### config.mk
export PLATFORM = sky130hd
export DESIGN_NAME = mhq_top
export DESIGN_NICKNAME = d
export VERILOG_FILES = /design/src/mhq_pkg.sv /design/src/mhq_top.sv /design/src/mhq_fill.sv /design/src/mhq_entry_array.sv /design/src/mhq_lookup.sv
export SDC_FILE = /design/constraint.sdc
export NUM_CORES = 2
export LEC_CHECK = 0
export BUFFER_PORTS_ARGS = -buffer_cell sky130_fd_sc_hd__buf_2
export CAP_MARGIN = 20
export CORE_ASPECT_RATIO = 0.5
export CORE_MARGIN = 5
export CORE_UTILIZATION = 45
export DETAILED_ROUTE_END_ITERATION = 6
export PLACE_DENSITY = 0.62
export SLEW_MARGIN = 0
export SYNTH_ARGS = -nofsm -noshare
export SYNTH_HDL_FRONTEND = slang
export SYNTH_SLANG_ARGS = --single-unit
### constraint.sdc
create_clock -name clk -period 7.4 [get_ports clk]
set_input_delay 1.48 -clock clk [delete_from_list [all_inputs] [get_ports clk]]
set_output_delay 1.48 -clock clk [all_outputs]
set_load 0.02 [all_outputs]
### src/mhq_pkg.sv
// ####################
// MHQ shared definitions
// Queue and line sizes, the request op encoding, the records passed
// between the lookup, entry array and fill stages, and the byte merge
// ####################

package mhq_pkg;

    // Queue geometry, four entries addressed by a two bit index
    localparam int MHQ_DEPTH   = 4;
    localparam int MHQ_IDX_W   = 2;

    // Byte address and store data sizes seen by the load/store unit
    localparam int ADDR_W      = 32;
    localparam int DATA_W      = 32;

    // Cache line geometry
    localparam int LINE_BYTES  = 16;
    localparam int LINE_W      = LINE_BYTES * 8;
    localparam int OFFSET_W    = 4;
    localparam int LINE_ADDR_W = ADDR_W - OFFSET_W;

    // Request ops from the load/store unit
    typedef enum logic [2:0] {
        OP_LOAD = 3'd0,
        OP_SB   = 3'd1,
        OP_SH   = 3'd2,
        OP_SW   = 3'd3,
        OP_FILL = 3'd4
    } mhq_op_e;

    // One lookup from the load/store unit
    typedef struct packed {
        logic              we;
        logic              dc_hit;
        logic [ADDR_W-1:0] addr;
        mhq_op_e           op;
        logic [DATA_W-1:0] data;
    } mhq_req_t;

    // Registered update from the lookup stage, select is one-hot or zero
    typedef struct packed {
        logic [MHQ_DEPTH-1:0]   select;
        logic                   allocating;
        logic                   we;
        logic [LINE_ADDR_W-1:0] addr;
        logic [LINE_W-1:0]      wr_data;
        logic [LINE_BYTES-1:0]  byte_sel;
    } mhq_update_t;

    // A queue entry with the store bytes gathered so far
    typedef struct packed {
        logic                   valid;
        logic [LINE_ADDR_W-1:0] addr;
        logic [LINE_W-1:0]      data;
        logic [LINE_BYTES-1:0]  byte_mask;
    } mhq_entry_t;

    // A finished line handed back to the cache
    typedef struct packed {
        logic [LINE_ADDR_W-1:0] addr;
        logic [LINE_W-1:0]      data;
    } mhq_fill_t;

    // Bytes of overlay replace bytes of base wherever the mask bit is set
    function automatic logic [LINE_W-1:0] merge_bytes(
        input logic [LINE_W-1:0]     base,
        input logic [LINE_W-1:0]     overlay,
        input logic [LINE_BYTES-1:0] mask
    );
        logic [LINE_W-1:0] line;
        line = base;
        for (int b = 0; b < LINE_BYTES; b++) begin
            if (mask[b]) begin
                line[b*8 +: 8] = overlay[b*8 +: 8];
            end
        end
        return line;
    endfunction

endpackage
### src/mhq_top.sv
// ####################
// MHQ top level
// Lookup, entry array and fill stages of the data cache miss queue
// ####################

`timescale 1ns/1ns

module mhq_top (
    input  logic                            clk,
    input  logic                            i_rst,
    input  logic                            i_lookup_valid,
    input  mhq_pkg::mhq_req_t               i_lookup,
    input  logic                            i_mem_rsp_valid,
    input  logic [mhq_pkg::LINE_W-1:0]      i_mem_rsp_data,
    output logic [mhq_pkg::MHQ_IDX_W-1:0]   o_lookup_tag,
    output logic                            o_lookup_retry,
    output logic                            o_lookup_replay,
    output logic                            o_mem_req_valid,
    output logic [mhq_pkg::LINE_ADDR_W-1:0] o_mem_req_addr,
    output logic                            o_fill_valid,
    output mhq_pkg::mhq_fill_t              o_fill
);
    import mhq_pkg::*;

    // Array state back to lookup
    logic [MHQ_DEPTH-1:0]   hit_select;
    logic [MHQ_DEPTH-1:0]   alloc_select;
    logic                   full;

    // Registered update, also fed back to lookup as the bypass
    mhq_update_t            update;

    // Head entry and its release
    mhq_entry_t             head;
    logic                   release_head;

    // Fill conflict information for replay
    logic                   completing;
    logic [LINE_ADDR_W-1:0] completing_addr;
    logic                   filling;

    mhq_lookup mhq_lookup_i (
        .clk               (clk),
        .i_rst             (i_rst),
        .i_lookup_valid    (i_lookup_valid),
        .i_lookup          (i_lookup),
        .i_hit_select      (hit_select),
        .i_alloc_select    (alloc_select),
        .i_full            (full),
        .i_bypass          (update),
        .i_completing      (completing),
        .i_completing_addr (completing_addr),
        .i_filling         (filling),
        .i_filling_addr    (o_fill.addr),
        .o_lookup_tag      (o_lookup_tag),
        .o_lookup_retry    (o_lookup_retry),
        .o_lookup_replay   (o_lookup_replay),
        .o_update          (update)
    );

    mhq_entry_array mhq_entry_array_i (
        .clk            (clk),
        .i_rst          (i_rst),
        .i_lookup_addr  (i_lookup.addr[ADDR_W-1:OFFSET_W]),
        .i_update       (update),
        .i_release      (release_head),
        .o_hit_select   (hit_select),
        .o_alloc_select (alloc_select),
        .o_full         (full),
        .o_head         (head)
    );

    mhq_fill mhq_fill_i (
        .clk               (clk),
        .i_rst             (i_rst),
        .i_head            (head),
        .i_mem_rsp_valid   (i_mem_rsp_valid),
        .i_mem_rsp_data    (i_mem_rsp_data),
        .o_mem_req_valid   (o_mem_req_valid),
        .o_mem_req_addr    (o_mem_req_addr),
        .o_release         (release_head),
        .o_completing      (completing),
        .o_completing_addr (completing_addr),
        .o_filling         (filling),
        .o_fill_valid      (o_fill_valid),
        .o_fill            (o_fill)
    );

endmodule

### src/mhq_fill.sv
// ####################
// MHQ fill stage
// Sends the head line to memory, overlays its store bytes on the
// returned line, frees the entry and emits the fill
// ####################

`timescale 1ns/1ns

module mhq_fill (
    input  logic                            clk,
    input  logic                            i_rst,
    input  mhq_pkg::mhq_entry_t             i_head,
    input  logic                            i_mem_rsp_valid,
    input  logic [mhq_pkg::LINE_W-1:0]      i_mem_rsp_data,
    output logic                            o_mem_req_valid,
    output logic [mhq_pkg::LINE_ADDR_W-1:0] o_mem_req_addr,
    output logic                            o_release,
    output logic                            o_completing,
    output logic [mhq_pkg::LINE_ADDR_W-1:0] o_completing_addr,
    output logic                            o_filling,
    output logic                            o_fill_valid,
    output mhq_pkg::mhq_fill_t              o_fill
);
    import mhq_pkg::*;

    logic              outstanding_q;
    logic              fill_valid_q;
    mhq_fill_t         fill_q;
    logic [LINE_W-1:0] merged_line;

    // Only one read to memory at a time, always for the head entry
    assign o_mem_req_valid = i_head.valid & ~outstanding_q;
    assign o_mem_req_addr  = i_head.addr;

    // The response belongs to the head, which is freed in the same cycle
    assign o_completing      = i_mem_rsp_valid & outstanding_q;
    assign o_completing_addr = i_head.addr;
    assign o_release         = o_completing;

    // Stored bytes take precedence over what memory returned
    assign merged_line = merge_bytes(i_mem_rsp_data, i_head.data, i_head.byte_mask);

    always_ff @(posedge clk) begin
        if (o_completing) begin
            fill_q.addr <= i_head.addr;
            fill_q.data <= merged_line;
        end
        if (i_rst) begin
            outstanding_q <= 1'b0;
            fill_valid_q  <= 1'b0;
        end else begin
            if (o_mem_req_valid) begin
                outstanding_q <= 1'b1;
            end else if (o_completing) begin
                outstanding_q <= 1'b0;
            end
            // Fill goes out exactly one cycle after the response
            fill_valid_q <= o_completing;
        end
    end

    // The filling strobe tells lookup which line is landing in the cache
    assign o_filling    = fill_valid_q;
    assign o_fill_valid = fill_valid_q;
    assign o_fill       = fill_q;

endmodule

### src/mhq_entry_array.sv
// ####################
// MHQ entry array
// Four in-order entries with line address match, store byte merge,
// head and tail pointers and the full flag
// ####################

`timescale 1ns/1ns

module mhq_entry_array (
    input  logic                            clk,
    input  logic                            i_rst,
    input  logic [mhq_pkg::LINE_ADDR_W-1:0] i_lookup_addr,
    input  mhq_pkg::mhq_update_t            i_update,
    input  logic                            i_release,
    output logic [mhq_pkg::MHQ_DEPTH-1:0]   o_hit_select,
    output logic [mhq_pkg::MHQ_DEPTH-1:0]   o_alloc_select,
    output logic                            o_full,
    output mhq_pkg::mhq_entry_t             o_head
);
    import mhq_pkg::*;

    mhq_entry_t            entries_q [MHQ_DEPTH];
    mhq_entry_t            entries_upd [MHQ_DEPTH];
    logic [MHQ_IDX_W-1:0]  head_q;
    logic [MHQ_IDX_W-1:0]  tail_q;
    logic [MHQ_IDX_W:0]    count_q;
    logic [MHQ_IDX_W:0]    count_alloc;
    logic [MHQ_IDX_W-1:0]  alloc_idx;
    logic                  alloc_now;
    logic [LINE_BYTES-1:0] wr_mask;

    // An allocation is in flight when a registered update creates an entry
    assign alloc_now = (i_update.select != '0) & i_update.allocating;

    // Loads carry no bytes, only stores touch the data
    assign wr_mask = i_update.we ? i_update.byte_sel : '0;

    // Address match against valid entries in their registered state
    always_comb begin
        for (int i = 0; i < MHQ_DEPTH; i++) begin
            o_hit_select[i] = entries_q[i].valid && (entries_q[i].addr == i_lookup_addr);
        end
    end

    // The tail moves at the end of this cycle when an allocation lands, so
    // the next free slot and the fill level look one entry ahead
    assign alloc_idx      = tail_q + MHQ_IDX_W'(alloc_now);
    assign o_alloc_select = MHQ_DEPTH'(1) << alloc_idx;
    assign count_alloc    = count_q + {{MHQ_IDX_W{1'b0}}, alloc_now};
    assign o_full         = (count_alloc >= MHQ_DEPTH);

    // Each entry with this cycle's update applied
    always_comb begin
        for (int i = 0; i < MHQ_DEPTH; i++) begin
            entries_upd[i] = entries_q[i];
            if (i_update.select[i]) begin
                if (i_update.allocating) begin
                    // Fresh entry, bytes outside the mask are don't care
                    entries_upd[i].valid     = 1'b1;
                    entries_upd[i].addr      = i_update.addr;
                    entries_upd[i].data      = i_update.wr_data;
                    entries_upd[i].byte_mask = wr_mask;
                end else begin
                    // Later stores overwrite earlier bytes at the same offset
                    entries_upd[i].data      = merge_bytes(entries_q[i].data,
                                                           i_update.wr_data, wr_mask);
                    entries_upd[i].byte_mask = entries_q[i].byte_mask | wr_mask;
                end
            end
        end
    end

    // The fill stage sees the head with any same-cycle store folded in
    assign o_head = entries_upd[head_q];

    always_ff @(posedge clk) begin
        for (int i = 0; i < MHQ_DEPTH; i++) begin
            entries_q[i].addr      <= entries_upd[i].addr;
            entries_q[i].data      <= entries_upd[i].data;
            entries_q[i].byte_mask <= entries_upd[i].byte_mask;
        end
        if (i_rst) begin
            for (int i = 0; i < MHQ_DEPTH; i++) begin
                entries_q[i].valid <= 1'b0;
            end
            head_q  <= '0;
            tail_q  <= '0;
            count_q <= '0;
        end else begin
            // A released head is dropped at the same edge
            for (int i = 0; i < MHQ_DEPTH; i++) begin
                entries_q[i].valid <= entries_upd[i].valid &
                                      ~(i_release && (head_q == MHQ_IDX_W'(i)));
            end
            if (alloc_now) begin
                tail_q <= tail_q + 1'b1;
            end
            if (i_release) begin
                head_q <= head_q + 1'b1;
            end
            count_q <= count_alloc - {{MHQ_IDX_W{1'b0}}, i_release};
        end
    end

endmodule

### src/mhq_lookup.sv
// ####################
// MHQ lookup stage
// Picks the queue entry for a miss, flags retry on a full queue and
// replay on a fill conflict, and registers the entry update
// ####################

`timescale 1ns/1ns

module mhq_lookup (
    input  logic                            clk,
    input  logic                            i_rst,
    input  logic                            i_lookup_valid,
    input  mhq_pkg::mhq_req_t               i_lookup,
    input  logic [mhq_pkg::MHQ_DEPTH-1:0]   i_hit_select,
    input  logic [mhq_pkg::MHQ_DEPTH-1:0]   i_alloc_select,
    input  logic                            i_full,
    input  mhq_pkg::mhq_update_t            i_bypass,
    input  logic                            i_completing,
    input  logic [mhq_pkg::LINE_ADDR_W-1:0] i_completing_addr,
    input  logic                            i_filling,
    input  logic [mhq_pkg::LINE_ADDR_W-1:0] i_filling_addr,
    output logic [mhq_pkg::MHQ_IDX_W-1:0]   o_lookup_tag,
    output logic                            o_lookup_retry,
    output logic                            o_lookup_replay,
    output mhq_pkg::mhq_update_t            o_update
);
    import mhq_pkg::*;

    logic [LINE_ADDR_W-1:0] line_addr;
    logic [OFFSET_W-1:0]    offset;
    logic                   entry_hit;
    logic                   bypass_hit;
    logic                   lookup_hit;
    logic [MHQ_DEPTH-1:0]   select_mux;
    logic [MHQ_IDX_W-1:0]   select_idx;
    logic                   retry;
    logic                   replay;
    logic                   update_en;
    logic [LINE_BYTES-1:0]  byte_sel;
    logic [LINE_W-1:0]      wr_data;

    // Split the byte address into line address and offset within the line
    assign line_addr = i_lookup.addr[ADDR_W-1:OFFSET_W];
    assign offset    = i_lookup.addr[OFFSET_W-1:0];

    // The entry written this cycle is not yet in the array match, so its
    // address is compared here as well
    assign entry_hit  = (i_hit_select != '0);
    assign bypass_hit = (i_bypass.select != '0) && (i_bypass.addr == line_addr);
    assign lookup_hit = i_lookup_valid & (entry_hit | bypass_hit);

    // Bypass wins over a match, and the tail is used when nothing matches
    always_comb begin
        if (bypass_hit) begin
            select_mux = i_bypass.select;
        end else if (entry_hit) begin
            select_mux = i_hit_select;
        end else begin
            select_mux = i_alloc_select;
        end
    end

    // One-hot select to entry index for the tag
    always_comb begin
        select_idx = '0;
        for (int i = 0; i < MHQ_DEPTH; i++) begin
            if (select_mux[i]) begin
                select_idx = select_idx | MHQ_IDX_W'(i);
            end
        end
    end

    // A new line cannot be taken while every entry is in use
    assign retry = i_lookup_valid & i_full & ~lookup_hit;

    // The line being completed or filled this cycle must not collect more
    // stores, the request comes back once the fill has gone out
    assign replay = i_lookup_valid &
                    ((i_completing & (i_completing_addr == line_addr)) |
                     (i_filling & (i_filling_addr == line_addr)));

    // Cache hits and fill ops leave the queue alone
    assign update_en = i_lookup_valid & ~i_lookup.dc_hit & (i_lookup.op != OP_FILL) &
                       ~retry & ~replay;

    // Byte mask of the access at the bottom of the line, then moved to
    // its offset, bytes past the end of the line fall off
    always_comb begin
        case (i_lookup.op)
            OP_SB:   byte_sel = LINE_BYTES'(4'b0001);
            OP_SH:   byte_sel = LINE_BYTES'(4'b0011);
            OP_SW:   byte_sel = LINE_BYTES'(4'b1111);
            default: byte_sel = '0;
        endcase
        byte_sel = byte_sel << offset;
    end

    // Store data goes to the same byte position as the mask
    assign wr_data = LINE_W'(i_lookup.data) << {offset, 3'b000};

    always_ff @(posedge clk) begin
        // Payload follows the request every cycle, select says if it counts
        o_lookup_tag     <= select_idx;
        o_update.addr    <= line_addr;
        o_update.wr_data <= wr_data;
        o_update.byte_sel <= byte_sel;
        if (i_rst) begin
            o_lookup_retry      <= 1'b0;
            o_lookup_replay     <= 1'b0;
            o_update.select     <= '0;
            o_update.allocating <= 1'b0;
            o_update.we         <= 1'b0;
        end else begin
            o_lookup_retry      <= retry;
            o_lookup_replay     <= replay;
            o_update.select     <= update_en ? select_mux : '0;
            o_update.allocating <= update_en & ~lookup_hit;
            o_update.we         <= update_en & i_lookup.we;
        end
    end

endmodule

==> results.md <==
* Power per cell area at 245 nW/um^2
* Count leader, synth: dfxtp_1
* Crit path max fanout at 34
* H-tree depth at 3
* Initial DRC count at roughly 1900
* P&R area growth vs syn at 14.6%
* Worst hold start: mhq_entry_array_i.entries_q[0][176]$_DFF_P_
* Crit Path Class: flop to output pin
* FMAX at between 150 and 200 MHz
* # fillers at 8020
* Synth Area in Compound Gates at 4.93%
* I/O Buffers at just under 400
* Core area at 93100 um^2
* Count of final setup violators at 0
* Leakage at between 20 and 25 nW
* Reg2Reg Setup Slack at 2.47 ns
* R2R depth at 9
* Chip width at 444 um
* Avg Inst Size Synth at 13.0 um^2
* DRT Pass-1 Iters at 5
* Drt total wl at about 120000 um
* RSZ-0062 raised after global routing: false
* Sequential share of the synthesized area at 52.8%
* Dpl hpwl at 86100 um
* Async set or reset register ratio after synthesis at 0%
* EDFF count, synth at roughly 160
* Share of the synthesized area in the top cell type at 41.8%
* Synth cell count leaders: dfxtp_1, mux2_2, nand2_1
* Max-cap violations at 0
* Maximum root-to-sink buffer count at 3
* CTS buffer count at 94
* Mux cell area share after synthesis at approximately 29%
* RR Startpoint: mhq_lookup_i.o_update[173]$_SDFF_PP0_
* Worst clock skew at 0.0269 ns
* Post-Syn Instances at between 3000 and 4000
* Slew margin rel. at 24.5%
* Worst-skew pair later-pin latency at 0.69 ns
* Mapped Nets at approximately 3500
* Hold depth at 1
* Residual DRC at 0
* Synth Area in Simple Gates at under 10%
* Area of the multi-input gates at 19000 um^2
* CP startpoint: mhq_lookup_i.o_update[173]$_SDFF_PP0_
* Status: completed
* Reg clk slew, reported paths at ~0.07 ns
* Arr. time, crit path at 4.13 ns
* Avg WL per Cell at 24.5 um
* #FFs+latches synth at 1039
* Final Slew Violations at 0
* Post-route ant nets at 0
* Final RePlAce weighted congestion at 0.966
* Post-CTS Hold Fix Bufs at 0
* Worst hold endpoint: mhq_entry_array_i.entries_q[0][176]$_DFF_P_
* CTS tree: done
* Largest family of logic cells by synthesized area: multiplexers
* Gr usage total at 23.4%
* Min Clock Period, post-route at 5.61 ns
* Adder-Cell Fraction of Synth Area at 0.290%
* Critical R2R Capture: mhq_lookup_i.o_update[174]$_SDFFE_PP0N_
* Post-CTS Resized at 0
* I/O pins at a little under 400
* Setup TNS at 0 ns
* Setup crit start kind: flop
* Hold WC Path Type: flop to flop
* Via Count at 27400
* Total gr overflow at 0
* Vias per inst at 5.53
* Yosys cell types at 68
* Clk root buf: clkbuf_16
* WP data required at 5.92 ns
* Count of final hold-check violations at 0
* Layout cells sized above 1 at 38.6%
* Finished Cell Area at 48500 um^2
* Die H at 227 um
* First-pass GRT wire length at 178000 um
* Initial Utilization at between 40% and 50%
* Synth Flop Type: dfxtp_1
* Hold_ws at between 0.4 and 0.5 ns
* CP endpoint kind: output pin
* Synth area leaders: dfxtp_1, mux2_2, edfxtp_1
* Tcrit/Tclk final at 75.7%
* Worst slew pin tran at 1.12 ns
* Post-CTS Setup Inserts at 0
* Post-DP Area at 45300 um^2
* Clock sink count at roughly 1000
* Pin count of the biggest net entering global routing at 132
* VDD IR-drop max at 0.000166 V
* Rows at 79
* Synth Area in XOR/XNOR at between 4 and 5%
* Initial antenna violation count at 19
* YS warnings at 0
* Post-layout nets at 3820
* Post-Syn Area at approximately 42000 um^2
* Register area at about 22000 um^2
* Vias in the first global route at 27800
* Die Area at 101000 um^2
* Leading area contributor after synthesis: dfxtp_1
## worst max-delay path, cell delays in order (launching register included)
cell and delay, ns:
dfxtp_2 0.76, buf_4 0.45, nand2_2 0.64, buf_4 0.50, mux2i_1 0.21, nor2_1 0.12, a21oi_1 0.06, o21ai_0 0.43
buf_2 0.25
## worst max-delay path by stage
stage                                                         end  slack [ns]  cells after the start
after floorplan           mhq_entry_array_i.count_q[2]$_SDFF_PP0_        0.84                      6
after global placement                         o_mem_req_addr[18]        2.54                      8
after detailed placement                       o_mem_req_addr[18]        2.51                      8
after CTS                                      o_mem_req_addr[18]        1.77                      8
after global routing                           o_mem_req_addr[26]        1.65                      7
final                                          o_mem_req_addr[18]        1.79                      8
## layout make-up
cell class,count,area share [%]
Timing Repair Buffer,407,4.31
Tap cell,1255,3.24
Clock buffer,143,5.84
Antenna cell,5,0.0258
Inverter,69,0.544
Clock inverter,29,0.701
Multi-Input combinational cell,1999,39.2
Sequential cell,1039,46.1
## layer usage
| metal | up-vias | GRT usage (%) | wire length, um |
|---|---|---|---|
| met3 | 230 | 3.72 | 5190 |
| met5 | - | 0 | 13 |
| met4 | 2 | 9.12 | 4770 |
| met2 | 689 | 39.5 | 58900 |
| met1 | 13800 | 30.6 | 52400 |
| li1 | 12700 | - | - |
## cell families (layout without fill, tap and decap cells)
| kind of cell | after synthesis | count (layout) |
|---|---|---|
| flip-flops | 1039 | 1039 |
| multiplexers | 968 | 968 |
| AND/OR/NAND/NOR | 518 | 518 |
| AO/OA/AOI/OAI | 274 | 274 |
| XOR/XNOR | 229 | 229 |
| buffers and inverters | 228 | 648 |
| adder cells (fa/ha/maj) | 10 | 10 |
| other | 0 | 5 |
## per-stage QoR
step                      std cells  utilization [%]  power [W]  worst slack, ns
after floorplan                3266                -    0.00660            0.836
after global placement         4769             48.7    0.00696             2.54
after detailed placement       4769             48.7    0.00697             2.51
after CTS                      4941             52.1     0.0120             1.77
after global routing           4946             52.1     0.0123             1.65
final                          4946             52.1     0.0119             1.79
## where the power goes
group	switching [W]	total [W]	internal (W)
sequential	0.0000987	0.00597	0.00587
combinational	0.000537	0.000890	0.000352
clock	0.00219	0.00502	0.00283
total	0.00283	0.0119	0.00905
## placed cells by master (no fill, tap or decap), types with 14 or more instances in the layout
cell | synthesis | layout
a211oi_1 | 25 | 25
a21o_1 | 37 | 37
a21oi_1 | 32 | 32
a32o_1 | 65 | 65
and2_1 | 28 | 27
and3_1 | 25 | 25
buf_2 | 22 | 390
buf_4 | 0 | 16
clkbuf_1 | 99 | 25
clkbuf_16 | 0 | 99
clkbuf_8 | 0 | 19
clkinv_2 | 0 | 16
dfxtp_1 | 883 | 875
edfxtp_1 | 156 | 156
inv_1 | 67 | 67
mux2_2 | 701 | 701
mux2i_1 | 130 | 130
mux4_2 | 132 | 132
nand2_1 | 175 | 174
nand4_1 | 39 | 39
nor2_1 | 99 | 99
nor2b_1 | 36 | 36
nor3_1 | 23 | 23
nor3b_1 | 14 | 14
nor4_1 | 40 | 40
o21ai_0 | 43 | 43
o22ai_1 | 20 | 20
xnor2_1 | 114 | 114
xor2_1 | 115 | 115
## registers in the layout, summed over array words and instances, names as in the netlist
name	cells
mhq_entry_array_i.count_q	3
mhq_entry_array_i.entries_q	692
mhq_entry_array_i.head_q	2
mhq_entry_array_i.tail_q	2
mhq_fill_i.o_fill	156
mhq_fill_i.o_fill_valid	1
mhq_fill_i.outstanding_q	1
mhq_lookup_i.o_lookup_replay	1
mhq_lookup_i.o_lookup_retry	1
mhq_lookup_i.o_lookup_tag	2
mhq_lookup_i.o_update	178
Power figures use the tool's default switching activity.
